<file path="config.mk">
export PLATFORM = sky130hd
export DESIGN_NAME = csr_file
export DESIGN_NICKNAME = d
export VERILOG_FILES = /design/src/design/rv_isa_pkg.sv /design/src/design/csr_file.sv
export VERILOG_INCLUDE_DIRS = /design/src /design/src/design
export SDC_FILE = /design/constraint.sdc
export NUM_CORES = 1
export LEC_CHECK = 0
export BUFFER_PORTS_ARGS = -buffer_cell sky130_fd_sc_hd__buf_2
export CAP_MARGIN = 10
export CORE_ASPECT_RATIO = 1.25
export CORE_MARGIN = 1
export CORE_UTILIZATION = 55
export CTS_CLUSTER_SIZE = 40
export DETAILED_ROUTE_END_ITERATION = 12
export HOLD_SLACK_MARGIN = 0.02
export PLACE_DENSITY_LB_ADDON = 0.3
export SYNTH_ARGS = -nofsm -noshare
export SYNTH_HDL_FRONTEND = slang
export SYNTH_SLANG_ARGS = --single-unit
</file>
<file path="constraint.sdc">
create_clock -name CLK -period 1.95 [get_ports CLK]
set_input_delay 0.2925 -clock CLK [delete_from_list [all_inputs] [get_ports CLK]]
set_output_delay 0.2925 -clock CLK [all_outputs]
set_load 0.01 [all_outputs]
</file>
<file path="src/design/csr_settings.svh">
//************************************************************
// CSR unit settings
// Data width, rename bits, queue depth and CSR address map
//************************************************************
`ifndef CSR_SETTINGS_SVH
`define CSR_SETTINGS_SVH

`define XLEN 64                   // Data word width
`define RB 2                      // Rename bits per arch register
`define CSR_FIFO_DEPTH 4          // Dispatch queue entries

// Implemented machine CSRs
`define CSR_ADDR_MSCRATCH 12'h340
`define CSR_ADDR_MTVEC 12'h305
`define CSR_ADDR_MEPC 12'h341

`endif

</file>
<file path="src/design/rv_isa_pkg.sv">
//************************************************************
// RISC-V architectural types
// Data word, register indices, CSR address, CSR operation
//************************************************************
`default_nettype none

`include "csr_settings.svh"

package rv_isa_pkg;

	typedef logic [`XLEN-1:0] xlen_t;           // One data word
	typedef logic [(5+`RB)-1:0] phy_idx_t;      // Arch number in upper 5 bits
	typedef logic [2**(5+`RB)-1:0] phy_log_t;   // One log bit per physical reg
	typedef logic [11:0] csr_addr_t;

	// Read-modify-write kind, immediate forms folded in
	typedef enum logic [1:0] {
		CSR_OP_RW,
		CSR_OP_RS,
		CSR_OP_RC
	} csr_op_e;

endpackage

`default_nettype wire

</file>
<file path="src/design/csr_file.sv">
//************************************************************
// Machine CSR storage
// mscratch, mtvec and mepc; other addresses read zero
//************************************************************
`timescale 1ns/1ps
`default_nettype none

`include "csr_settings.svh"

module csr_file import rv_isa_pkg::*; (
	input  wire logic      CLK,
	input  wire logic      arst_n,
	input  wire csr_addr_t rd_addr,
	output xlen_t          rd_data,
	input  wire logic      we,
	input  wire csr_addr_t wr_addr,
	input  wire xlen_t     wr_data
);

	xlen_t mscratch;
	xlen_t mtvec;
	xlen_t mepc;

	always_comb begin
		case (rd_addr)
			`CSR_ADDR_MSCRATCH: rd_data = mscratch;
			`CSR_ADDR_MTVEC: rd_data = mtvec;
			`CSR_ADDR_MEPC: rd_data = mepc;
			default: rd_data = '0;          // Not implemented
		endcase
	end

	always_ff @(posedge CLK or negedge arst_n) begin
		if (!arst_n) begin
			mscratch <= '0;
			mtvec <= '0;
			mepc <= '0;
		end else if (we) begin
			case (wr_addr)
				`CSR_ADDR_MSCRATCH: mscratch <= wr_data;
				`CSR_ADDR_MTVEC: mtvec <= wr_data;
				`CSR_ADDR_MEPC: mepc <= wr_data & ~xlen_t'(3);  // IALIGN
				default: ;                      // Write ignored
			endcase
		end
	end

endmodule

`default_nettype wire

</file>
==> summary.txt <==
Critical path
  • CP Capture Type: output port
  • Critical path cell sequence: and3b_1 > o21ai_0 > a21oi_1 > buf_2
  • Worst Path Max Fanout: 2
  • Critical Path RT: 1.66 ns
  • Arrival time worst endpoint: 1.57 ns
  • CP peak stage delay: 0.38 ns
  • Slowest-stage cell, CP: dfrtp_1
  • Worst Path Class, Setup: flop to output port
  • CP Launch Type: flop

Global route
  • Vias in the first global route: between 6000 and 7000
  • Largest net degree at the start of global routing: 65
  • Initial antenna violation count: 2
  • Gr usage total: between 20% and 30%
  • Total gr overflow: 0
  • First-pass GRT wire length: 34.4 mm

Pwr
  • Switching share of power: approximately 22%
  • Pwr dens: roughly 730 nW/um2
  • Comb pwr share: approximately 5.4%
  • Clock power share: 46.0%
  • Internal power: 6.38 mW
  • Flop pwr share: 48.6%
  • Worst vdd ir: 495 uV
  • Leakage: between 6 and 7 nW
  • Switching power: 1.77 mW

Floorplan
  • Die width: 119 um
  • Core Area: 16800 um2
  • Die height: approximately 150 um
  • Num rows: 53
  • IO Pins: 155
  • Die area: 17700 um2
  • Initial Utilization: 56.2%

Synth
  • Mux contribution to synthesized area: 22.6%
  • Synth Area in XOR/XNOR: 0%
  • Post-synthesis instance total: 776
  • Largest family of logic cells by synthesized area: multiplexers
  • Simple-gate area share of the yosys netlist: 15.6%
  • Compound-gate portion of the synthesized area: just under 7%
  • Mapped Area: 9460 um2
  • Synth Area in Adders: 0%
  • Count of different cell masters after synthesis: 24
  • Yosys reg bits: between 150 and 200
  • Post-Syn Nets: slightly below 900
  • Sequential fraction of the synthesis area: 50.2%
  • Average cell area after synthesis: 12.2 um2
  • Synth Warn #: 0

STA
  • F_max: 0.537 GHz
  • Tmin final: 1.86 ns
  • Setup tns final: 0 ns
  • Final Setup Violations: 0
  • RSZ-0062 raised after global routing: false
  • Slew margin rel.: 73.4%
  • Hold Fails Final Rpt: 0
  • Clock Skews: 0 ns
  • Fin crit share: ~96%
  • Final Max Slew Viols: 0
  • Hold_ws: roughly 0.11 ns
  • Setup ws final: 0.0871 ns
  • Worst slew pin tran: about 0.40 ns

Clock network
  • Root buf cell: clkbuf_16
  • Clock latency on the worst-skew pair: roughly 0.43 ns
  • Clk buf depth: 2
  • CTS Buf Count: 17
  • Worst-path clk slew: 0.07 ns
  • CTS H-tree lvls: 4
  • Postcts setup bufs: 0
  • Clock Sinks: 190
  • CTS tree: yes

Place
  • Placed instance area: between 10000 and 15000 um2
  • Post-placement setup slack: approximately 0.094 ns
  • I/O Buffers: approximately 150
  • Placer Congestion: around 0.73
  • Dpl hpwl: 12.9 mm

Final layout
  • Nets: 998
  • Fin area: 11100 um2
  • Layout cells sized above 1: between 40% and 50%
  • Layout area overhead: 17.3%

Routing
  • First drt pass iteration count: 4
  • Drt first-iter violations: 346
  • Via Count: 6550
  • Via density: 5.74
  • Wirelength per Cell: 18.6 um
  • DRC viols: 0
  • Post-route ant nets: 0
  • Final wirelength: 21.2 mm

Status
  • Status: finished, final reports clean

Job
  • Max-cap violation count: 0

Worst hold path
  • Tightest Hold Check Type: primary input to flop
==> per-stage QoR <==
step	power, mW	util [%]	std cells
global route	8.44	65.9	1140
CTS	8.23	65.9	1139
floorplan	4.18	-	776
detailed placement	4.48	61.9	1107
global placement	4.48	61.9	1107
finish	8.15	65.9	1141
==> power groups by stage <==
stage          clock network (mW)  logic, mW  registers, mW
2_1_floorplan                   0      0.140           4.04
3_3_place_gp                    0      0.439           4.04
3_5_place_dp                    0      0.442           4.04
4_1_cts                      3.82      0.445           3.96
5_1_grt                      4.00      0.483           3.96
6_report                     3.75      0.439           3.96
==> cell usage in the layout (no fill, tap or decap), drive strengths merged <==
master       count
clkbuf          20
diode            2
nor2b            1
and4bb           1
bufinv           4
a21oi           62
clkinv           5
nor2             3
nand4b           1
nor4b            2
nand4            2
and4             1
nand2           62
and3b          126
nor3             1
dlygate4sd3      1
o21ai           62
buf            179
a32oi            2
inv              1
mux2           190
dfrtp          190
clkinvlp         1
nor3b            2
==> path summary, 6_finish.rpt <==
kind / start / end / slack [ns] / cells after the start
worst max register to register: mepc[10] / mepc[10] / 1.15 / 1
min in group asynchronous: arst_n / mscratch[17] / 0.35 / 2
worst min-delay path: wr_data[11] / mepc[11] / 0.11 / 2
max in group asynchronous: arst_n / mscratch[19] / 0.89 / 3
worst min register to register: mepc[39] / mepc[39] / 0.49 / 1
worst max-delay path: mtvec[54] / rd_data[54] / 0.09 / 4
==> final cells by class <==
cell class                      count  area (um2)
Antenna cell                        2        5.00
Clock buffer                       20         467
Clock inverter                     11         183
Fill cell                        1344        5750
Multi-Input combinational cell    518        4260
Sequential cell                   190        4750
Tap cell                          220         275
Timing Repair Buffer              180        1150
==> per-layer routing <==
metal,track usage [%],up-vias,routed length [um]
li1,-,3049,-
met1,32.4,3320,9160
met2,40.8,154,10500
met3,6.21,27,1180
met4,8.81,0,368
met5,0,-,0
==> cells in the mapped netlist (all sizes together) <==
cell type,instances,share of area [%]
a21oi,62,3.3
a32oi,2,0.19
and3b,126,12
and4,1,0.093
and4bb,1,0.13
buf,26,3.1
clkbuf,42,1.7
dfrtp,190,50
mux2,190,23
nand2,62,2.5
nand4,2,0.45
nand4b,1,0.093
nor2,3,0.12
nor2b,1,0.066
nor3,1,0.053
nor3b,2,0.16
nor4b,2,0.34
o21ai,62,3.3
==> worst max-delay path: cells and delay by family (launching register included) <==
family | cells | cell delay, ns
AO/OA/AOI/OAI | 2 | 0.45
flip-flops | 1 | 0.38
AND/OR/NAND/NOR | 1 | 0.17
buffers and inverters | 1 | 0.15
==> registers in the layout, summed over array words and instances, names as in the netlist <==
signal,cells
mepc,62
mtvec,64
mscratch,64
==> timing repair <==
action	CTS	global route
hold buffers	1	0
gates resized for setup	0	0
endpoints found under the hold margin	34	0
==> kinds of logic (layout without fill, tap and decap cells) <==
| logic type | after synthesis | count (layout) |
|---|---|---|
| buffers and inverters | 68 | 211 |
| multiplexers | 190 | 190 |
| AO/OA/AOI/OAI | 126 | 126 |
| AND/OR/NAND/NOR | 202 | 202 |
| other | 0 | 2 |
| flip-flops | 190 | 190 |
(Power assumes the default switching activity.)
