===== config.mk =====
export PLATFORM = sky130hd
export DESIGN_NAME = csr_issue_fifo
export DESIGN_NICKNAME = d
export VERILOG_FILES = /design/src/design/rv_isa_pkg.sv /design/src/design/csr_pipe_pkg.sv /design/src/design/csr_issue_fifo.sv
export VERILOG_INCLUDE_DIRS = /design/src /design/src/design
export SDC_FILE = /design/constraint.sdc
export NUM_CORES = 1
export LEC_CHECK = 0
export BUFFER_PORTS_ARGS = -buffer_cell sky130_fd_sc_hd__buf_2
export CORE_ASPECT_RATIO = 1.4
export CORE_UTILIZATION = 56
export CTS_CLUSTER_DIAMETER = 50
export DETAILED_ROUTE_END_ITERATION = 12
export HOLD_SLACK_MARGIN = 0.12
export PLACE_DENSITY = 0.74
export SYNTH_ARGS = -nofsm -noshare
export SYNTH_HDL_FRONTEND = slang
export SYNTH_SLANG_ARGS = --single-unit

===== constraint.sdc =====
create_clock -name CLK -period 2.92 [get_ports CLK]
set_clock_uncertainty 0.2 [all_clocks]
set_input_delay 0.584 -clock CLK [delete_from_list [all_inputs] [get_ports CLK]]
set_output_delay 0.584 -clock CLK [all_outputs]
set_load 0.01 [all_outputs]

===== src/design/csr_settings.svh =====
//************************************************************
// CSR unit settings
// Data width, rename bits, queue depth and CSR address map
//************************************************************
`ifndef CSR_SETTINGS_SVH
`define CSR_SETTINGS_SVH

`define XLEN 64                   // Data word width
`define RB 2                      // Rename bits per arch register
`define CSR_FIFO_DEPTH 4          // Dispatch queue entries

// Implemented machine CSRs
`define CSR_ADDR_MSCRATCH 12'h340
`define CSR_ADDR_MTVEC 12'h305
`define CSR_ADDR_MEPC 12'h341

`endif


===== src/design/rv_isa_pkg.sv =====
//************************************************************
// RISC-V architectural types
// Data word, register indices, CSR address, CSR operation
//************************************************************
`default_nettype none

`include "csr_settings.svh"

package rv_isa_pkg;

	typedef logic [`XLEN-1:0] xlen_t;           // One data word
	typedef logic [(5+`RB)-1:0] phy_idx_t;      // Arch number in upper 5 bits
	typedef logic [2**(5+`RB)-1:0] phy_log_t;   // One log bit per physical reg
	typedef logic [11:0] csr_addr_t;

	// Read-modify-write kind, immediate forms folded in
	typedef enum logic [1:0] {
		CSR_OP_RW,
		CSR_OP_RS,
		CSR_OP_RC
	} csr_op_e;

endpackage

`default_nettype wire


===== src/design/csr_pipe_pkg.sv =====
//************************************************************
// CSR pipeline types
// Issue info, execution packet and executor state
//************************************************************
`default_nettype none

package csr_pipe_pkg;

	import rv_isa_pkg::*;

	// {rw, rs, rc, rwi, rsi, rci, addr, rd, rs1}
	// rs1 holds the zero-extended immediate for the i-forms
	typedef logic [6+$bits(csr_addr_t)+2*$bits(phy_idx_t)-1:0] csr_issue_info_t;

	// {rw, rs, rc, rd, operand, addr}
	typedef logic [3+$bits(phy_idx_t)+$bits(xlen_t)+$bits(csr_addr_t)-1:0]
		csr_exeparam_t;

	typedef enum logic {
		IDLE,   // Nothing to write back
		WRITE   // Old CSR value on the write-back port
	} exec_state_e;

endpackage

`default_nettype wire


===== src/design/csr_issue_fifo.sv =====
//************************************************************
// CSR issue queue
// In-order buffer of decoded CSR instructions
//************************************************************
`timescale 1ns/1ps
`default_nettype none

`include "csr_settings.svh"

module csr_issue_fifo import csr_pipe_pkg::*; (
	input  wire logic            CLK,
	input  wire logic            arst_n,
	input  wire logic            disp_valid,
	input  wire csr_issue_info_t disp_info,
	output logic                 disp_ready,
	input  wire logic            csr_fifo_pop,
	output logic                 csr_fifo_empty,
	output csr_issue_info_t      csr_issue_info
);

	localparam int unsigned DEPTH = `CSR_FIFO_DEPTH;
	localparam int unsigned AW = (DEPTH > 1) ? $clog2(DEPTH) : 1;

	csr_issue_info_t mem [DEPTH];
	logic [AW-1:0] rd_ptr, wr_ptr;
	logic [AW:0] count;
	logic push;

	function automatic logic [AW-1:0] next_ptr(input logic [AW-1:0] p);
		return (p == AW'(DEPTH-1)) ? '0 : p + 1'b1;
	endfunction

	assign push = disp_valid & disp_ready;
	assign disp_ready = (count != (AW+1)'(DEPTH));  // Not full
	assign csr_fifo_empty = (count == '0);
	assign csr_issue_info = mem[rd_ptr];            // Head, no pop needed

	always_ff @(posedge CLK) begin
		if (push) mem[wr_ptr] <= disp_info;
	end

	always_ff @(posedge CLK or negedge arst_n) begin
		if (!arst_n) begin
			rd_ptr <= '0;
			wr_ptr <= '0;
			count <= '0;
		end else begin
			if (push) wr_ptr <= next_ptr(wr_ptr);
			if (csr_fifo_pop) rd_ptr <= next_ptr(rd_ptr);
			case ({push, csr_fifo_pop})
				2'b10: count <= count + 1'b1;
				2'b01: count <= count - 1'b1;
				default: count <= count;        // Both or neither
			endcase
		end
	end

endmodule

`default_nettype wire


==> run_results.csv <==
group,metric,value,unit
floorplanning,core,0.00866,sq mm
placed_design,dp_cells,381,
synthesis,synth_nets,249,
cells_and_area,mostFrequentLayoutCell,"edfxtp_1",
sta,worst_pin_slew,0.564,ns
detailed_routing,routed_wl,8.28,mm
synthesis,synth_seq_cells,135,
synthesis,yosys_warnings,0,
placed_design,dp_hpwl,5.27,mm
cells_and_area,instances_no_fill,411,
sta,fmax,0.360,GHz
pwr,p_total,6.25,mW
setup_path,slowest_delay,0.65,ns
detailed_routing,vias,2308,
setup_path,crit_arrival,1.99,ns
job,maxCapViolCount,0,
setup_path,endpoint_kind,"primary output",
cts,clkSinkCount,135,
grt,grt_pass1_vias,2540,
cells_and_area,nets,339,
floorplanning,initial_utilization,58.4,%
setup_path,crit_path_cell_trace,"buf_12, mux4_2, buf_2",
cts,ctsResizeCount,0,
setup_path,path_max_fanout,15,
sta,drv_slew,0,
synthesis,synth.avg_cell_area,24.6,sq um
detailed_routing,drc,0,
placed_design,place_congestion,0.699,
detailed_routing,via_per_inst,5.62,
grt,grt_overflow,0,
grt,track_usage,20.6,%
sta,rsz0062_at_grt,"false",
cts,clock_latency,0.41,ns
cts,htreeDepth,4,
floorplanning,ios,70,
detailed_routing,dr.first_iter.drc_count,115,
sta,hold_viol_final,0,
cts,cts_inserted_buffers,17,
cts,ctsRootBufferMaster,"clkbuf_16",
cts,cts_tree,"built",
sta,fin_crit_sh,95.0,%
setup_path,cpMaxStageDelayCell,"dfrtp_2",
run_status,status,"finished clean",
detailed_routing,wl_per_cell,20.1,um
sta,min_period,2.77,ns
pwr,peakVddDrop,0.625,mV
detailed_routing,firstDrtPassIters,4,
grt,grt_pass1_wl,13.0,mm
cells_and_area,drive_gt1_share,46.7,%
synthesis,synth_area,0.00506,sq mm
cells_and_area,utilization,70.4,%
grt,grt_max_degree,24,
floorplanning,die_h,114,um
grt,antenna_found_initial,0,
sta,slew_headroom,62.4,%
cells_and_area,final_cell_mix,"128 x edfxtp_1, 69 x buf_2, 32 x mux4_2",
floorplanning,die_x,82.3,um
cts,clkTransAtPathRegs,0.05,ns
setup_path,required,2.14,ns
cells_and_area,syn2layout_area_growth,20.5,%
pwr,p_leak,2.18,nW
setup_path,critPathKind,"flip-flop to primary output",
sta,final-setup-viol-count,0,
hold_path,min_path_type,"input pin to flip-flop",
floorplanning,fp-row-count,40,
detailed_routing,antenna_left,0,
synthesis,yosys.cell_types.count,19,
synthesis,postSynthCellCount,206,
synthesis,seq_area_frac_synth,79.5,%
cts,cts_buffer_depth,2,
setup_path,cp-start-kind,"flip-flop",
pwr,power_density,1030,mW/mm^2
floorplanning,dieArea,0.00942,sq mm
placed_design,io_buffers,69,
cells_and_area,antenna_cells,0,
sta,fin_setup_tns,0,ns
==> synth_stat cells <==
master	instances	area share, %
mux4_2	32	14
xor2_1	2	0.35
dfrtp_1	7	3.5
fa_1	1	0.40
ha_1	6	1.5
nor2_1	3	0.22
mux2i_1	1	0.20
edfxtp_1	128	76
clkbuf_1	2	0.15
mux2_2	2	0.45
mux2_4	2	0.59
and2_4	1	0.17
inv_1	6	0.45
nor3_1	1	0.099
and3_2	4	0.59
buf_4	3	0.45
xnor2_1	1	0.17
buf_2	3	0.30
or3b_4	1	0.22
==> metal layers <==
metal | track usage, % | wire (um)
met5 | 0 | 0
met4 | 10.3 | 200
met3 | 7.41 | 493
met2 | 34.0 | 4470
met1 | 23.4 | 3110
==> cell families (layout without fill, tap and decap cells) <==
logic type / after synthesis / in the layout / share of synthesized area, %
muxes: 37 / 37 / 15.5
adders and majority gates: 7 / 7 / 1.88
buffers and inverters: 14 / 114 / 1.34
DFF: 135 / 135 / 79.5
xor gates and xnor gates: 3 / 3 / 0.520
and+or+nand+nor: 10 / 10 / 1.31
==> registers in the layout, indices dropped and copies added (netlist names) <==
signal	cells
count	3
wr_ptr	2
mem	128
rd_ptr	2
==> timing repair <==
| item | 4_1_cts | 5_1_grt |
|---|---|---|
| setup endpoints to repair | 0 | 0 |
| hold buffers | 1 | 0 |
| setup buffers | 0 | 0 |
| endpoints found under the hold margin | 7 | 0 |
==> critical path, delay by kind of cell (launching register included) <==
family | cells | cell delay (ns)
mux | 1 | 0.53
flops | 1 | 0.65
buf+inv | 2 | 0.40
==> final cells by class <==
class	instances	area, sq um
clock buffers	20	437
fillers	548	2560
inverters	6	22.5
repair buffers	79	473
flip-flops and latches	135	4020
well taps	105	131
clock inverters	9	38.8
multi-input cells	57	971
==> per-stage QoR <==
step	setup slack (ns)	area [sq um]	hold WS, ns
after floorplan	0.631	5060	0.0884
after global placement	0.531	5610	0.226
after detailed placement	0.528	5610	0.231
after CTS	0.0863	6090	0.171
after global routing	0.0385	6090	0.175
final	0.145	6090	0.187
==> where the power goes <==
part | internal (mW) | switching [mW]
clock network | 1.04 | 0.680
registers | 2.57 | 0.228
logic | 0.909 | 0.820
==> path summary, 6_finish.rpt <==
kind	slack (ns)	startpoint	end	cells after the start
max reg2reg	0.54	count[0]$_DFFE_PN0P_	count[2]$_DFFE_PN0P_	9
min in group asynchronous	0.34	arst_n	wr_ptr[1]$_DFFE_PN0P_	2
min	0.19	disp_info[5]	mem[0][5]$_DFFE_PP_	1
max	0.15	rd_ptr[0]$_DFFE_PN0P_	csr_issue_info[27]	3
min reg2reg	0.30	count[2]$_DFFE_PN0P_	count[2]$_DFFE_PN0P_	1
max in group asynchronous	2.00	arst_n	rd_ptr[0]$_DFFE_PN0P_	2
No activity file was read; power rests on OpenSTA's default activity.
