### config.mk
export PLATFORM = sky130hd
export DESIGN_NAME = csr_issue
export DESIGN_NICKNAME = d
export VERILOG_FILES = /design/src/design/rv_isa_pkg.sv /design/src/design/csr_pipe_pkg.sv /design/src/design/csr_issue.sv
export VERILOG_INCLUDE_DIRS = /design/src /design/src/design
export SDC_FILE = /design/constraint.sdc
export NUM_CORES = 1
export LEC_CHECK = 0
export BUFFER_PORTS_ARGS = -buffer_cell sky130_fd_sc_hd__buf_4
export CAP_MARGIN = 25
export CORE_AREA = 4 4 125 127
export CTS_BUF_LIST = sky130_fd_sc_hd__clkbuf_16
export DETAILED_ROUTE_END_ITERATION = 10
export DIE_AREA = 0 0 129 131
export GPL_TIMING_DRIVEN = 0
export PLACE_DENSITY = 0.7
export SLEW_MARGIN = 20
export SYNTH_ARGS = -nofsm -noshare
export SYNTH_HDL_FRONTEND = slang
export SYNTH_SLANG_ARGS = --single-unit
### constraint.sdc
create_clock -name CLK -period 21.6 [get_ports CLK]
set_input_delay 2.16 -clock CLK [delete_from_list [all_inputs] [get_ports CLK]]
set_output_delay 2.16 -clock CLK [all_outputs]
set_load 0.02 [all_outputs]
### src/design/csr_settings.svh
//************************************************************
// CSR unit settings
// Data width, rename bits, queue depth and CSR address map
//************************************************************
`ifndef CSR_SETTINGS_SVH
`define CSR_SETTINGS_SVH

`define XLEN 64                   // Data word width
`define RB 2                      // Rename bits per arch register
`define CSR_FIFO_DEPTH 4          // Dispatch queue entries

// Implemented machine CSRs
`define CSR_ADDR_MSCRATCH 12'h340
`define CSR_ADDR_MTVEC 12'h305
`define CSR_ADDR_MEPC 12'h341

`endif

### src/design/rv_isa_pkg.sv
//************************************************************
// RISC-V architectural types
// Data word, register indices, CSR address, CSR operation
//************************************************************
`default_nettype none

`include "csr_settings.svh"

package rv_isa_pkg;

	typedef logic [`XLEN-1:0] xlen_t;           // One data word
	typedef logic [(5+`RB)-1:0] phy_idx_t;      // Arch number in upper 5 bits
	typedef logic [2**(5+`RB)-1:0] phy_log_t;   // One log bit per physical reg
	typedef logic [11:0] csr_addr_t;

	// Read-modify-write kind, immediate forms folded in
	typedef enum logic [1:0] {
		CSR_OP_RW,
		CSR_OP_RS,
		CSR_OP_RC
	} csr_op_e;

endpackage

`default_nettype wire

### src/design/csr_pipe_pkg.sv
//************************************************************
// CSR pipeline types
// Issue info, execution packet and executor state
//************************************************************
`default_nettype none

package csr_pipe_pkg;

	import rv_isa_pkg::*;

	// {rw, rs, rc, rwi, rsi, rci, addr, rd, rs1}
	// rs1 holds the zero-extended immediate for the i-forms
	typedef logic [6+$bits(csr_addr_t)+2*$bits(phy_idx_t)-1:0] csr_issue_info_t;

	// {rw, rs, rc, rd, operand, addr}
	typedef logic [3+$bits(phy_idx_t)+$bits(xlen_t)+$bits(csr_addr_t)-1:0]
		csr_exeparam_t;

	typedef enum logic {
		IDLE,   // Nothing to write back
		WRITE   // Old CSR value on the write-back port
	} exec_state_e;

endpackage

`default_nettype wire

### src/design/csr_issue.sv
//************************************************************
// CSR issue stage
// Waits for rs1 and commit order, then registers the
// execution packet for the executor
//************************************************************
`timescale 1ns/1ps
`default_nettype none

module csr_issue import rv_isa_pkg::*, csr_pipe_pkg::*; (
	input  wire logic            CLK,
	input  wire logic            arst_n,
	output logic                 csr_fifo_pop,
	input  wire logic            csr_fifo_empty,
	input  wire csr_issue_info_t csr_issue_info,
	output phy_idx_t             regfile_read_idx,
	input  wire xlen_t           regfile_read_data,
	input  wire phy_log_t        wb_log,
	input  wire logic            csr_ilp_ready,
	output logic                 csr_exeparam_valid,
	output csr_exeparam_t        csr_exeparam
);

	logic op_rw, op_rs, op_rc;
	logic op_rwi, op_rsi, op_rci;
	csr_addr_t addr;
	phy_idx_t rd;
	phy_idx_t rs1;

	logic use_reg, use_imm;
	logic csr_rw, csr_rs, csr_rc;
	logic rs1_ready;
	xlen_t operand;
	csr_exeparam_t exeparam_next;

	assign {op_rw, op_rs, op_rc, op_rwi, op_rsi, op_rci, addr, rd, rs1} = csr_issue_info;

	assign use_reg = op_rw | op_rs | op_rc;
	assign use_imm = op_rwi | op_rsi | op_rci;

	// Immediate and register forms share one operation
	assign csr_rw = op_rw | op_rwi;
	assign csr_rs = op_rs | op_rsi;
	assign csr_rc = op_rc | op_rci;

	assign regfile_read_idx = rs1;

	// x0 never waits on a producer
	assign rs1_ready = wb_log[rs1] | (rs1[$bits(phy_idx_t)-1 -: 5] == 5'd0);

	assign operand = ({$bits(xlen_t){use_reg}} & regfile_read_data)
		| ({$bits(xlen_t){use_imm}} & xlen_t'(rs1));

	assign exeparam_next = {csr_rw, csr_rs, csr_rc, rd, operand, addr};

	// Older instructions retired and source available
	assign csr_fifo_pop = ~csr_fifo_empty
		& ((use_reg & rs1_ready) | use_imm)
		& csr_ilp_ready;

	always_ff @(posedge CLK or negedge arst_n) begin
		if (!arst_n) begin
			csr_exeparam_valid <= 1'b0;
		end else begin
			csr_exeparam_valid <= csr_fifo_pop;
		end
	end

	always_ff @(posedge CLK) begin
		if (csr_fifo_pop) csr_exeparam <= exeparam_next;
	end

endmodule

`default_nettype wire

==> flow_summary.json, run 1 <==
{
  "status": "finished, final reports clean",
  "ir_drop_mv": 0.0369,
  "p_leak_nw": 3.26,
  "rsz0062_at_grt": "no",
  "setup_viol": 0,
  "die-width_um": 129,
  "use_met2": 0.311,
  "vias": 3875,
  "final_nets": 864,
  "slew_violations": 0,
  "drive_above_1_share": 0.571,
  "post-synth-top-count-cell": "edfxtp_1",
  "cp-start-kind": "input port",
  "vias_per_cell": 4.70,
  "clkTransAtPathRegs_ns": 0.07,
  "cts_resized": 0,
  "fp.dieArea_um2": 16900,
  "synth.top_cells.by_count": "edfxtp_1 (86), and2_1 (58), mux2i_1 (37)",
  "multi_input_area_um2": 1570,
  "syn_area_per_cell_um2": 14.6,
  "initial_core_util": 0.304,
  "io_buffers": 316,
  "path_max_fanout": 12,
  "drt_pass1_iterations": 4,
  "hp-class": "in2async",
  "tightest_slew_ns": 0.666,
  "slowest_stage": "a2111oi_4",
  "seq_area_um2": 2610,
  "synth.distinct_cells": 39,
  "crit_path_end_kind": "output pin",
  "clock.fmax_mhz": 144,
  "criticalPathCategory": "in2out",
  "yosys-top-cells-area": "edfxtp_1 (59%), mux2i_1 (8.4%), and2_1 (8.3%), mux4_1 (5.4%), mux4_2 (2.6%)",
  "drc": 0,
  "totalWireLength_um": 15100,
  "hold_viol": 0,
  "worst-endpoint-required_ns": 19.44,
  "pin_count": 323,
  "grt_pass1_wl_um": 21500,
  "grtUsageTotal": 0.170,
  "yosys_warnings": 0,
  "num_rows": 44,
  "finalPower_uw": 454,
  "clock-sinks": 87,
  "dp_hpwl_um": 12800,
  "synth_top_area_cell": "edfxtp_1",
  "critical_path_depth": 12,
  "synth_nets": 529,
  "grt_remaining_overflow": 0,
  "post_cts_buffers": 0,
  "cts_root_buffer": "clkbuf_16",
  "n_antenna_cell": 0,
  "synth_seq_area_share": 0.594,
  "grt_pass1_vias": 4116,
  "slew_headroom": 0.556,
  "powerDensity_nw_per_um2": 61.7,
  "met1_usage": 0.180,
  "setup_tns_ns": 0,
  "postRouteAntennaNets": 0,
  "worst-path-buf-inv": 6,
  "cts_inserted_buffers": 9,
  "cp_top_family": "compound AO/OA/AOI/OAI gates",
  "ys_dominant_reg_cell": "edfxtp_1",
  "synth-seq-cells": 87,
  "cp_cell_sequence": "buf_6, buf_12, buf_12, buf_8, mux2i_1, a22oi_1, nand2_1, o21ai_0, o21ai_0, a2111oi_4, buf_4, buf_4",
  "wl_per_cell_um": 18.3,
  "finalCriticalPeriod_ns": 6.97,
  "gp_congestion": 0.798,
  "core_area_um2": 14400,
  "maxCapViolCount": 0,
  "fp.dieH_um": 131,
  "busiest_layer": "met2",
  "grt_util_met3": 0.0598,
  "yosysTopAreaCellShare": 0.588,
  "cts_tree": "done",
  "critPathMaxStageDelay_ns": 0.72,
  "critPathArrivalTime_ns": 4.81,
  "drt_iter0_markers": 131,
  "cts.htree.levels": 3,
  "synthCells": 301,
  "synth_enable_flop_cells": 86,
  "fin_crit_sh": 0.323,
  "antenna_found_initial": 0,
  "clockBufferDepth": 2,
  "grt_max_degree": 16,
  "holdBufCountCts": 0,
  "syn_area_um2": 4390,
  "async_flop_share": 0.0115,
  "num-fill-cells": 1264,
  "syn2layout_area_growth_pct": 67.6
}
==> cells in the final DEF, fill, tap and decap left out, drive strengths merged, types with 3 or more instances in the layout <==
master,instances
a22o,7
nand4,4
nand3,3
nor2,4
a21oi,5
a22oi,8
a2111oi,4
clkinv,3
o21ai,5
mux4,14
clkbuf,22
nand2,12
buf,340
and2,58
mux2i,37
edfxtp,86
nand2b,3
or2,3
inv,5
==> path summary, 6_finish.rpt <==
kind / from / end
max in group asynchronous: arst_n / csr_exeparam_valid
min in group CLK: csr_issue_info[17] / csr_exeparam[3]
setup / recovery: csr_issue_info[0] / csr_fifo_pop
hold / removal: arst_n / csr_exeparam_valid
==> power by group <==
part	internal, mW	switching [mW]
Sequential	0.201	0.00361
Combinational	0.0593	0.0482
Clock	0.0782	0.0637
==> logic make-up after synthesis <==
group | Yosys count | share of synthesized area
buffers and inverters | 31 | 0.0502
flip-flops | 87 | 0.594
AND/OR/NAND/NOR | 96 | 0.127
AO/OA/AOI/OAI | 35 | 0.0619
multiplexers | 52 | 0.166
==> metrics by stage <==
step / area [um^2] / hold slack (ns) / worst slack [ns] / cells / util
5_1_grt: 7360 / 1.56 / 14.40 / 825 / 0.510
3_3_place_gp: 6990 / 1.94 / 7.59 / 801 / 0.485
3_5_place_dp: 7080 / 1.94 / 14.57 / 809 / 0.491
6_report: 7360 / 1.58 / 14.63 / 825 / 0.510
2_1_floorplan: 4390 / 1.86 / 10.55 / 301 / -
4_1_cts: 7360 / 1.57 / 14.57 / 825 / 0.510
==> flip-flops by register name (all words and copies together), names as in the netlist <==
register and cells:
csr_exeparam 86, csr_exeparam_valid 1
==> layout make-up <==
type	count	area share
Sequential cell	87	0.354
Timing Repair Buffer	324	0.333
Multi-Input combinational cell	183	0.214
Tap cell	184	0.0313
Clock buffer	9	0.0306
Buffer	29	0.0289
Clock inverter	7	0.00663
Inverter	2	0.00102
==> per-layer routing <==
metal	up-vias	share of wire
li1	1812	-
met1	1803	0.35
met2	234	0.52
met3	26	0.11
met4	0	0.021
met5	-	0
No activity file was read; power rests on OpenSTA's default activity.
==> run 2: changes to the inputs <==
- ABC_AREA: not set -> 1
- CORE_AREA: 4 4 125 127 -> 4 4 122 124
- DIE_AREA: 0 0 129 131 -> 0 0 126 128
- PLACE_DENSITY: 0.7 -> 0.75
- clock period: 21.6 -> 6.94 ns (I/O delays scaled with it)
==> run 2 against run 1 <==
Effect of this change: routed wire length is 12% higher; non-clock buffer count rose by 1; hold slack got worse by 1.5 ns; first-iteration DRC count increased by 110%; largest power group unchanged; critical endpoint unchanged; flip-flop and latch count is the same; utilization rose by 5.5 points; via count is 28% higher; clock-buffer cell count is the same; highest routed layer unchanged.
==> flow_summary.json, run 2 <==
{
  "slowest_stage": "a21oi_4",
  "post-synth-top-count-cell": "nand2_1",
  "synthMuxAreaShare": 0,
  "async_flop_share": 0.0115,
  "synthCells": 587,
  "cts.htree.levels": 3,
  "drt_iter0_markers": 272,
  "yosysTopAreaCellShare": 0.542,
  "vias_per_cell": 4.50,
  "ys_dominant_reg_cell": "edfxtp_1",
  "syn_area_per_cell_um2": 8.12,
  "synth_compound_area_frac": 0.0354,
  "slew_violations": 0,
  "vias": 4959,
  "final_cell_mix": "buf_4 (327), nand2_1 (163), inv_1 (103)",
  "drt_pass1_iterations": 4,
  "largest_reg_flops": 86,
  "critPathMaxStageDelay_ns": 0.45,
  "io_buffers": 315,
  "fp.dieH_um": 128,
  "criticalPathCategory": "in2out",
  "cts_tree": "done",
  "holdBufCountCts": 0,
  "seq_area_um2": 2610,
  "yosys-top-cells-area": "edfxtp_1 (54%), nand2_1 (13%), inv_1 (8.1%), nor2_1 (7.8%), nand3_1 (6.0%)",
  "cp_cell_sequence": "buf_4, clkbuf_1, nor2_4, nand3_1, nand2_1, nor2_1, nand2_1, nand3_1, nand3_1, nand3_1, a21oi_4, buf_16, buf_16, buf_16, buf_4",
  "antenna_found_initial": 0,
  "die-width_um": 126,
  "yosys_warnings": 0,
  "path_max_fanout": 26,
  "grt_pass1_vias": 4856,
  "critPathArrivalTime_ns": 3.16,
  "initial_core_util": 0.346,
  "synth_enable_flop_cells": 86,
  "syn_area_um2": 4770,
  "clock-sinks": 87,
  "gp_congestion": 0.841,
  "num-fill-cells": 1276,
  "ir_drop_mv": 0.106,
  "n_antenna_cell": 0,
  "clockBufferDepth": 2,
  "maxCapViolCount": 0,
  "cts_resized": 0,
  "yosys.area_share.simple": 0.277,
  "pin_count": 323,
  "hold_viol": 0,
  "synth-seq-cells": 87,
  "drc": 0,
  "post_cts_buffers": 0,
  "fp.dieArea_um2": 16100,
  "multi_input_area_um2": 1500,
  "largest_register": "csr_exeparam",
  "fin_hold_ws_ns": 0.116,
  "hp-class": "in2async",
  "fin_crit_sh": 0.555,
  "status": "finished, final reports clean",
  "cts_inserted_buffers": 9,
  "cpMostUsedCell": "nand3_1",
  "yosys.area_share.adder": 0,
  "synth_xor_area_frac": 0,
  "cts_root_buffer": "clkbuf_16",
  "synth.distinct_cells": 23,
  "synth_seq_area_share": 0.547,
  "slew_headroom": 0.486,
  "p_leak_nw": 4.02,
  "setup_tns_ns": 0,
  "final_common_cell": "buf_4",
  "postRouteAntennaNets": 0,
  "clkTransAtPathRegs_ns": 0.07,
  "grt_pass1_wl_um": 25400,
  "grt_remaining_overflow": 0,
  "reg.largest.list": "csr_exeparam x86, csr_exeparam_valid x1",
  "grtUsageTotal": 0.201,
  "num_rows": 43,
  "cp-start-kind": "input port",
  "synth.top_cells.by_count": "nand2_1 (163), inv_1 (103), nor2_1 (99)",
  "core_area_um2": 13800,
  "synth_top_area_cell": "edfxtp_1",
  "tightest_slew_ns": 0.766,
  "rsz0062_at_grt": "no",
  "clock.fmax_mhz": 260,
  "powerDensity_nw_per_um2": 189,
  "worst-endpoint-required_ns": 6.25,
  "finalCriticalPeriod_ns": 3.85,
  "wl_per_cell_um": 15.3,
  "syn2layout_area_growth_pct": 63.2,
  "setup_viol": 0,
  "grt_max_degree": 27,
  "dp_hpwl_um": 14300,
  "drive_above_1_share": 0.405,
  "synth_nets": 815,
  "final_nets": 1145,
  "crit_path_end_kind": "output pin",
  "synth_top_family_by_area": "simple AND/OR/NAND/NOR gates",
  "totalWireLength_um": 16900,
  "final_util": 0.565
}
## run 2: cell count changes in the layout (fill, tap and decap cells not counted), sizes merged, moves of 20 or more
cell,before,now
inv,5,109
nor2,4,100
mux2i,37,0
and2,58,0
nand2,12,163
o21ai,5,25
nand3,3,57
## run 2: area by class of cell
class	instances	area share
repair buffers	319	0.318
inverters	106	0.0518
multi-input cells	359	0.193
clock buffers	9	0.0289
clock inverters	7	0.00981
flip-flops and latches	87	0.335
plain buffers	35	0.0342
well taps	180	0.0289
## run 2: cell families after synthesis
kind of cell / count (synthesis)
AND/OR/NAND/NOR: 327
flip-flops: 87
AO/OA/AOI/OAI: 32
buffers and inverters: 141
## run 2: final timing paths
| check | startpoint | to | slack [ns] | cells past startpoint |
|---|---|---|---|---|
| setup / recovery | csr_issue_info[3] | csr_fifo_pop | 3.09 | 15 |
| hold / removal | arst_n | csr_exeparam_valid | 0.12 | 1 |
| max in group asynchronous | arst_n | csr_exeparam_valid | 6.74 | 1 |
| min in group CLK | csr_issue_info[11] | csr_exeparam[80] | 0.53 | 1 |
## run 2: layer usage
metal	up-vias	routed length, um	part of all wire	global-route usage
met5	-	0	0	0
met4	0	370	0.022	0.0606
met3	29	1690	0.10	0.0571
met2	272	9140	0.54	0.386
met1	2185	5710	0.34	0.212
li1	2473	-	-	-
## run 2: power by group
| part | switching [mW] | leakage [nW] | internal (mW) |
|---|---|---|---|
| Sequential | 0.0108 | 0.814 | 0.623 |
| Clock | 0.223 | 0.148 | 0.255 |
| Combinational | 0.178 | 3.05 | 0.181 |
| Total | 0.412 | 4.02 | 1.06 |
## run 2: worst max-delay path: cells and delay by family
family	cells	cell delay [ns]
compound gates	1	0.45
buf+inv	6	1.11
simple gates	8	0.89
## run 2: stage by stage
stage | std cells | setup slack [ns] | area [um^2] | total power [mW]
2_1_floorplan | 587 | 2.00 | 4770 | 0.807
3_3_place_gp | 1082 | 0.119 | 7360 | 0.995
3_5_place_dp | 1086 | 3.07 | 7480 | 1.01
4_1_cts | 1102 | 3.08 | 7780 | 1.49
5_1_grt | 1102 | 2.82 | 7780 | 1.54
6_report | 1102 | 3.09 | 7780 | 1.47
