`src/design/csr_settings.svh`:
```
//************************************************************
// CSR unit settings
// Data width, rename bits, queue depth and CSR address map
//************************************************************
`ifndef CSR_SETTINGS_SVH
`define CSR_SETTINGS_SVH

`define XLEN 64                   // Data word width
`define RB 2                      // Rename bits per arch register
`define CSR_FIFO_DEPTH 4          // Dispatch queue entries

// Implemented machine CSRs
`define CSR_ADDR_MSCRATCH 12'h340
`define CSR_ADDR_MTVEC 12'h305
`define CSR_ADDR_MEPC 12'h341

`endif

```
`src/design/rv_isa_pkg.sv`:
```
//************************************************************
// RISC-V architectural types
// Data word, register indices, CSR address, CSR operation
//************************************************************
`default_nettype none

`include "csr_settings.svh"

package rv_isa_pkg;

	typedef logic [`XLEN-1:0] xlen_t;           // One data word
	typedef logic [(5+`RB)-1:0] phy_idx_t;      // Arch number in upper 5 bits
	typedef logic [2**(5+`RB)-1:0] phy_log_t;   // One log bit per physical reg
	typedef logic [11:0] csr_addr_t;

	// Read-modify-write kind, immediate forms folded in
	typedef enum logic [1:0] {
		CSR_OP_RW,
		CSR_OP_RS,
		CSR_OP_RC
	} csr_op_e;

endpackage

`default_nettype wire

```
`src/design/csr_pipe_pkg.sv`:
```
//************************************************************
// CSR pipeline types
// Issue info, execution packet and executor state
//************************************************************
`default_nettype none

package csr_pipe_pkg;

	import rv_isa_pkg::*;

	// {rw, rs, rc, rwi, rsi, rci, addr, rd, rs1}
	// rs1 holds the zero-extended immediate for the i-forms
	typedef logic [6+$bits(csr_addr_t)+2*$bits(phy_idx_t)-1:0] csr_issue_info_t;

	// {rw, rs, rc, rd, operand, addr}
	typedef logic [3+$bits(phy_idx_t)+$bits(xlen_t)+$bits(csr_addr_t)-1:0]
		csr_exeparam_t;

	typedef enum logic {
		IDLE,   // Nothing to write back
		WRITE   // Old CSR value on the write-back port
	} exec_state_e;

endpackage

`default_nettype wire

```
`src/design/csr_exec.sv`:
```
//************************************************************
// CSR executor
// Read-modify-write on CSR storage, old value to rd
//************************************************************
`timescale 1ns/1ps
`default_nettype none

module csr_exec import rv_isa_pkg::*, csr_pipe_pkg::*; (
	input  wire logic          CLK,
	input  wire logic          arst_n,
	input  wire logic          csr_exeparam_valid,
	input  wire csr_exeparam_t csr_exeparam,
	output csr_addr_t          csr_rd_addr,
	input  wire xlen_t         csr_rd_data,
	output logic               csr_we,
	output csr_addr_t          csr_wr_addr,
	output xlen_t              csr_wr_data,
	output logic               csr_wb_valid,
	output phy_idx_t           csr_wb_idx,
	output xlen_t              csr_wb_data
);

	logic op_rw, op_rs, op_rc;
	phy_idx_t rd;
	xlen_t operand;
	csr_addr_t addr;
	csr_op_e op;
	exec_state_e state;

	assign {op_rw, op_rs, op_rc, rd, operand, addr} = csr_exeparam;

	// One-hot flags to operation
	always_comb begin
		case (1'b1)
			op_rw: op = CSR_OP_RW;
			op_rs: op = CSR_OP_RS;
			op_rc: op = CSR_OP_RC;
			default: op = CSR_OP_RW;      // No flag set
		endcase
	end

	assign csr_rd_addr = addr;
	assign csr_wr_addr = addr;
	assign csr_we = csr_exeparam_valid;   // Written at this edge

	always_comb begin
		case (op)
			CSR_OP_RW: csr_wr_data = operand;
			CSR_OP_RS: csr_wr_data = csr_rd_data | operand;
			default: csr_wr_data = csr_rd_data & ~operand;
		endcase
	end

	always_ff @(posedge CLK or negedge arst_n) begin
		if (!arst_n) state <= IDLE;
		else state <= csr_exeparam_valid ? WRITE : IDLE;
	end

	always_ff @(posedge CLK) begin
		if (csr_exeparam_valid) begin
			csr_wb_idx <= rd;
			csr_wb_data <= csr_rd_data;   // Old value goes to rd
		end
	end

	assign csr_wb_valid = (state == WRITE);

endmodule

`default_nettype wire

```
`config.mk`:
```
export PLATFORM = sky130hd
export DESIGN_NAME = csr_exec
export DESIGN_NICKNAME = d
export VERILOG_FILES = /design/src/design/rv_isa_pkg.sv /design/src/design/csr_pipe_pkg.sv /design/src/design/csr_exec.sv
export VERILOG_INCLUDE_DIRS = /design/src /design/src/design
export SDC_FILE = /design/constraint.sdc
export NUM_CORES = 1
export LEC_CHECK = 0
export BUFFER_PORTS_ARGS = -buffer_cell sky130_fd_sc_hd__buf_2
export CORE_AREA = 2 2 122 124
export CTS_CLUSTER_DIAMETER = 120
export DETAILED_ROUTE_END_ITERATION = 8
export DIE_AREA = 0 0 124 126
export MAX_ROUTING_LAYER = met4
export PLACE_DENSITY = 0.69
export SLEW_MARGIN = 20
export SYNTH_ARGS = -nofsm -noshare
export SYNTH_HDL_FRONTEND = slang
export SYNTH_SLANG_ARGS = --single-unit
```
`constraint.sdc`:
```
create_clock -name CLK -period 0.8 [get_ports CLK]
set_clock_uncertainty 0.05 [all_clocks]
set_input_delay 0 -clock CLK [delete_from_list [all_inputs] [get_ports CLK]]
set_output_delay 0 -clock CLK [all_outputs]
set_load 0.02 [all_outputs]
```
==> results of run 1 <==
placed cells by master (no fill, tap or decap), drive strengths merged, types with 12 or more instances in the layout:
cell type / netlist / routed
edfxtp: 71 / 71
dlygate4sd3: 0 / 75
dlymetal6s4s: 0 / 12
nor3: 64 / 64
inv: 64 / 64
buf: 55 / 382
clkbuf: 12 / 13
a211oi: 64 / 64
and4bb: 64 / 64
nand2b: 64 / 64
state kept, by name, summed over array words and instances, names as in the netlist:
signal        cells
csr_wb_data      64
csr_wb_idx        7
csr_wb_valid      1
cell type report:
class | count | area share (%)
clock buffer | 11 | 2.13
timing repair buffer | 472 | 43.5
inverter | 64 | 2.20
tap | 184 | 2.10
antenna | 3 | 0.0686
sequential | 72 | 19.7
clock inverter | 5 | 0.435
multi-input combinational | 256 | 29.9
synthesized netlist by cell type (all sizes together):
cell,instances
a211oi,64
and4bb,64
buf,55
clkbuf,12
dfrtp,1
edfxtp,71
inv,64
nand2b,64
nor3,64
layer usage:
| layer | track usage (%) | part of all wire (%) | vias to the layer above |
|---|---|---|---|
| met3 | 4.89 | 6.4 | 63 |
| met5 | - | 0 | - |
| met2 | 53.0 | 55 | 304 |
| li1 | - | - | 2453 |
| met1 | 31.1 | 35 | 2738 |
| met4 | 13.9 | 3.9 | 0 |
how the worst min path moves through the flow:
stage / endpoint / slack (ps) / depth (start not counted)
after global routing: csr_wb_data[11] / 70 / 2
after floorplan: csr_wb_valid / -350 / 0
after CTS: csr_wb_idx[3] / 60 / 2
after global placement: csr_wb_valid / -270 / 1
final: csr_wb_data[11] / 70 / 2
after detailed placement: csr_wb_valid / -270 / 1
logic make-up after synthesis:
group           synth area share [%]
simple gates                    30.0
buf+inv                         13.0
flops                           41.6
compound gates                  15.4
metrics by stage:
step / setup TNS (ps) / hold WS, ps / total power, mW / setup slack, ps
detailed placement: -15920 / -272 / 8.42 / -295
CTS: -21900 / 61.6 / 14.2 / -234
global placement: -14310 / -274 / 8.32 / -254
finish: -19480 / 71.6 / 14.5 / -225
floorplan: -1560 / -346 / 7.10 / -59.7
global route: -22940 / 72.3 / 15.0 / -254
power by group through the flow:
stage / clock network [mW] / logic, mW / registers [mW]
finish: 4.01 / 5.89 / 4.61
global route: 4.23 / 6.14 / 4.63
CTS: 4.06 / 5.57 / 4.58
detailed placement: 0 / 3.79 / 4.63
global placement: 0 / 3.71 / 4.62
floorplan: 0 / 2.08 / 5.02
timing repair:
action                     CTS  global route
cloned                      28             3
setup endpoints to repair  136           167
resized for setup          260            96
buffers inserted            12             3
pin swaps                   39            24
hold endpoints to repair    99             3
hold buffers                86             2
==> flow_summary_export.csv, run 1 <==
group,metric,value,unit
sta,relSlewSlack,68.2,%
hold_path,min-delay-start,"csr_exeparam_valid",
worst_setup_path,crit_start,"csr_exeparam[84]",
cts,cts-root-buf,"clkbuf_16",
worst_setup_path,critical_path.max_fanout,7,
sta,fin_crit,1030,ps
cts,cts_made_buffers,9,
grt,grt.total_usage,29.6,%
worst_setup_path,path_buf_inv,4,
final_layout,final_util,76.4,%
grt,grt_pass1_vias,5954,
floorplan,core_area,0.0143,mm^2
cts,clock_path_buffers,2,
final_layout,fin_cells,1067,
cts,cts_tree,"done",
cts,clock_sinks,72,
run,cap_violations,0,
worst_setup_path,crit_slowest_cell,"and4bb_2",
final_layout,area_delta_synth_final,111,%
pwr,netSwitchingFraction,31.3,%
worst_setup_path,crit_cells,6,
sta,finalWorstSetupSlack,-225,ps
worst_setup_path,slowest_delay,250,ps
worst_setup_path,critPathLaunchType,"input pin",
sta,worst_pin_slew,480,ps
pwr,power_frac_seq,31.8,%
worst_setup_path,cp-end-kind,"output port",
place,place_area,0.00759,mm^2
pwr,p_leak,4.99,nW
pwr,clkPwrFrac,27.7,%
pwr,internal_power,9.97,mW
cts,clkTransAtPathRegs,60,ps
detailed_routing,dr.pass1.iters,4,
final_layout,regArea,0.00216,mm^2
cts,cts_max_level,3,
synthesis,syn_avg_cell_area,11.3,um^2
synthesis,ys_seq_elements,72,
detailed_routing,post_drt_wl_per_cell,21.8,um
synthesis,yosys_warnings,0,
worst_setup_path,cp.arrival,980,ps
synthesis,yosys.area.top_type,"edfxtp_1",
run_status,status,"finished, violations left",
detailed_routing,viasPerCell,5.21,
synthesis,syn-cell-area,0.00519,mm^2
place,io_buffers,277,
sta,period_share,128,%
worst_setup_path,cp-endpoint,"csr_wr_data[18]",
worst_setup_path,required,750,ps
detailed_routing,routed_wl,23300,um
synthesis,ys_types,13,
pwr,ir_drop,0.975,mV
place,placed_cells,920,
pwr,switchingPower,4.54,mW
floorplan,rows,44,
sta,rsz0062_at_grt,"true",
grt,grt_first_pass_wirelength,33400,um
pwr,pwr_density_cell,1330,mW/mm^2
floorplan,dieArea,0.0156,mm^2
final_layout,nets,1028,
sta,hold_viol,0,
floorplan,io_pins,314,
worst_setup_path,cpMostUsedCell,"buf_16",
final_layout,drive_gt1_share,61.5,%
synthesis,synth_nets,612,
worst_setup_path,path_class,"in2out",
synthesis,syn-instance-count,459,
final_layout,multiInputGateArea,0.00327,mm^2
detailed_routing,drc,0,
floorplan,die_h,126,um
grt,overflow,0,
grt,grt_antenna_before_repair,3,
pwr,p_comb_share,40.6,%
worst_setup_path,crit_chain,"buf_16, buf_12, buf_16, and4bb_2, a211oi_4, buf_6",
sta,setup_viol_count_final,138,
final_layout,fill_cells,830,
detailed_routing,num_vias,5558,
floorplan,initial_utilization,36.3,%
synthesis,yosysSeqAreaShare,41.6,%
detailed_routing,drt_iter0_drc,272,
sta,fmax,975,MHz
synthesis,synth_top_area_share,41.1,%
worst_setup_path,cp_top_family,"buffers and inverters",
sta,maxSlewViolCount,0,
run_status,violations,"setup timing",
hold_path,hold_class,"in2reg",
place,routabilityCongestion,0.803,
grt,grt_start_max_net_pins,34,
place,hpwl,12300,um
floorplan,die_w,124,um
detailed_routing,ant_nets,0,
synthesis,synth.area.top_cells,"edfxtp_1 41%, a211oi_2 15%, and4bb_1 13%, nand2b_1 7.7%, nor3_1 5.5%",
final_layout,design_area,0.0109,mm^2
No activity file was read; power rests on OpenSTA's default activity.
==> run 2, diff against run 1 <==
--- a/config.mk
+++ b/config.mk
@@ -6,13 +6,15 @@
 export SDC_FILE = /design/constraint.sdc
 export NUM_CORES = 1
 export LEC_CHECK = 0
+export ABC_AREA = 1
 export BUFFER_PORTS_ARGS = -buffer_cell sky130_fd_sc_hd__buf_2
-export CORE_AREA = 2 2 122 124
+export CORE_AREA = 2 2 121 123
 export CTS_CLUSTER_DIAMETER = 120
 export DETAILED_ROUTE_END_ITERATION = 8
-export DIE_AREA = 0 0 124 126
+export DIE_AREA = 0 0 123 125
+export GPL_ROUTABILITY_DRIVEN = 0
 export MAX_ROUTING_LAYER = met4
-export PLACE_DENSITY = 0.69
+export PLACE_DENSITY = 0.6
 export SLEW_MARGIN = 20
 export SYNTH_ARGS = -nofsm -noshare
 export SYNTH_HDL_FRONTEND = slang
==> constraint.sdc (replaced) <==
create_clock -name CLK -period 0.95 [get_ports CLK]
set_clock_uncertainty 0.05 [all_clocks]
set_input_delay 0 -clock CLK [delete_from_list [all_inputs] [get_ports CLK]]
set_output_delay 0 -clock CLK [all_outputs]
set_load 0.02 [all_outputs]
==> run 2 against run 1 <==
Against the previous run:
- the flow now finishes without violations
- worst hold slack improved by 36 ps
- non-clock buffer count fell by 101
- worst setup slack improved by 230 ps
- area after synthesis fell by 25%
- clock power fell by 6.2%
- global-route usage fell by 13 points
- count of clock-buffer cells in the layout fell by 1
- via count fell by 27%
- synthesized cell count fell by 3.9%
- sequential share of layout area rose by 13 points
- critical path depth fell by 5
- combinational power fell by 57%
- critical path type is now reg2out
- largest power group is now registers
- highest routed layer unchanged
==> flow_summary_export.csv, run 2 <==
group,metric,value,unit
final_layout,final_common_cell,"buf_2",
pwr,internal_power,7.24,mW
grt,grt_first_pass_wirelength,19400,um
detailed_routing,num_vias,4083,
floorplan,die_h,125,um
worst_setup_path,cp.arrival,890,ps
pwr,pwr_density_cell,1530,mW/mm^2
worst_setup_path,cp-end-kind,"output port",
pwr,clkPwrFrac,37.1,%
worst_setup_path,critical_path.max_fanout,1,
final_layout,drive_gt1_share,39.0,%
cts,post_cts_buffers,0,
synthesis,ys_types,14,
detailed_routing,drc,0,
cts,cts_tree,"done",
worst_setup_path,crit_chain,"buf_2",
detailed_routing,ant_nets,0,
cts,clock_path_buffers,2,
grt,grt_pass1_vias,4041,
worst_setup_path,crit_slowest_cell,"edfxtp_1",
sta,maxSlewViolCount,0,
detailed_routing,dr.pass1.iters,4,
synthesis,syn-cell-area,0.00388,mm^2
detailed_routing,routed_wl,12800,um
synthesis,ys_seq_elements,72,
hold_path,hold_class,"in2reg",
final_layout,nets,933,
synthesis,yosysMostFrequentCell,"nand2_1",
run_status,status,"complete, no violations",
grt,overflow,0,
run,cap_violations,0,
worst_setup_path,crit_start,"csr_wb_data[62]",
sta,fin_crit,941,ps
final_layout,area_delta_synth_final,71.2,%
synthesis,synth_nets,594,
synthesis,synth.area.top_cells,"edfxtp_1 55%, nand2_1 12%, nand3_1 8.3%, inv_1 6.3%, nor2_1 6.2%",
worst_setup_path,required,900,ps
synthesis,yosys_warnings,0,
synthesis,syn-instance-count,441,
worst_setup_path,path_buf_inv,1,
synthesis,synthArstFlopShare,1.39,%
pwr,p_leak,3.50,nW
floorplan,io_pins,314,
detailed_routing,viasPerCell,4.21,
sta,hold_viol,0,
worst_setup_path,cp_top_family,"flip-flops",
final_layout,fill_cells,1382,
hold_path,min-delay-start,"csr_exeparam_valid",
place,io_buffers,277,
final_layout,antenna_cells,0,
synthesis,synthTopCellsByCount,"128 x nand2_1, 71 x edfxtp_1, 65 x inv_1",
final_layout,largest_reg_flops,64,
worst_setup_path,slowest_delay,380,ps
pwr,power_frac_seq,37.9,%
sta,setup_viol_count_final,0,
synthesis,yosys.area.top_type,"edfxtp_1",
pwr,ir_drop,0.842,mV
floorplan,die_w,123,um
floorplan,rows,44,
cts,cts_made_buffers,9,
sta,rsz0062_at_grt,"true",
worst_setup_path,path_class,"reg2out",
floorplan,dieArea,0.0154,mm^2
synthesis,synth_flop_cell,"edfxtp_1",
sta,whs,108,ps
synthesis,yosysSeqAreaShare,55.6,%
sta,worst_pin_slew,481,ps
cts,cts_max_level,3,
detailed_routing,drt_iter0_drc,149,
grt,grt.total_usage,16.8,%
floorplan,initial_utilization,27.3,%
grt,grt_antenna_before_repair,0,
final_layout,final_cell_mix,"246 x buf_2, 128 x nand2_1, 86 x dlygate4sd3_1",
pwr,netSwitchingFraction,28.7,%
cts,clock_sinks,72,
floorplan,core_area,0.0142,mm^2
final_layout,final_util,46.7,%
detailed_routing,post_drt_wl_per_cell,13.3,um
cts,clkTransAtPathRegs,70,ps
sta,fmax,1060,MHz
synthesis,synth-edff-count,71,
final_layout,largest_register,"csr_wb_data",
worst_setup_path,critPathLaunchType,"register",
synthesis,synth_top_area_share,55.0,%
pwr,switchingPower,2.91,mW
sta,relSlewSlack,67.9,%
pwr,finalPower,10.1,mW
place,hpwl,9110,um
cts,cts-root-buf,"clkbuf_16",
pwr,p_comb_share,25.0,%
synthesis,syn_avg_cell_area,8.79,um^2
grt,grt_start_max_net_pins,38,
sta,period_share,99.1,%
run 2: changes by cell type after synthesis, moves of 57 or more:
cell      previous run  this run
nand3_1              0        64
nand2_1              0       128
nor2_1               0        64
a211oi_2            64         0
nor3_1              57         0
nand2b_1            64         0
run 2: through the flow:
step           area, um^2  worst slack [ps]  cells  TNS, ps
3_5_place_dp         5270              82.1    867        0
2_1_floorplan        3880               329    441        0
5_1_grt              6640             -38.9    969     -344
6_report             6640              8.64    969        0
3_3_place_gp         5270              92.3    867        0
4_1_cts              6470             -4.57    969    -20.7
run 2: routing by layer:
layer / track usage, % / share of wire [%]
met1: 16.6 / 36
met2: 31.7 / 55
met3: 3.56 / 7.2
met4: 6.02 / 2.0
met5: - / 0
run 2: logic make-up after synthesis:
kind of cell	after synthesis	share of synthesized area, %
flip-flops	72	55.6
buffers and inverters	110	16.6
AND/OR/NAND/NOR	259	27.8
run 2: power by group through the flow:
stage                     logic (mW)  clock network (mW)  registers, mW
after floorplan                0.926                   0           4.23
after global routing            2.74                4.04           3.87
after detailed placement        2.08                   0           3.89
after global placement          2.07                   0           3.88
final                           2.54                3.76           3.85
after CTS                       2.46                3.87           3.83
run 2: path summary, 6_finish.rpt:
check / slack [ps] / depth (start not counted) / endpoint
setup / recovery: 9 / 1 / csr_wb_data[62]
hold / removal: 110 / 2 / csr_wb_data[23]
max in group asynchronous: 300 / 3 / csr_wb_valid
min in group asynchronous: 440 / 3 / csr_wb_valid
run 2: repair_timing:
| item | CTS | global route |
|---|---|---|
| setup endpoints to repair | 6 | 35 |
| hold buffers | 86 | 0 |
| resized for setup | 6 | 55 |
| hold endpoints to repair | 97 | 0 |
run 2: final cells by class:
class                      instances  area, um^2  share of cell area [%]
timing repair buffer             371        2590                    39.1
sequential                        72        2160                    32.5
multi-input combinational        259        1080                    16.2
clock inverter                     6        90.1                    1.36
tap                              184         230                    3.47
inverter                          67         251                    3.79
clock buffer                      10         239                    3.60
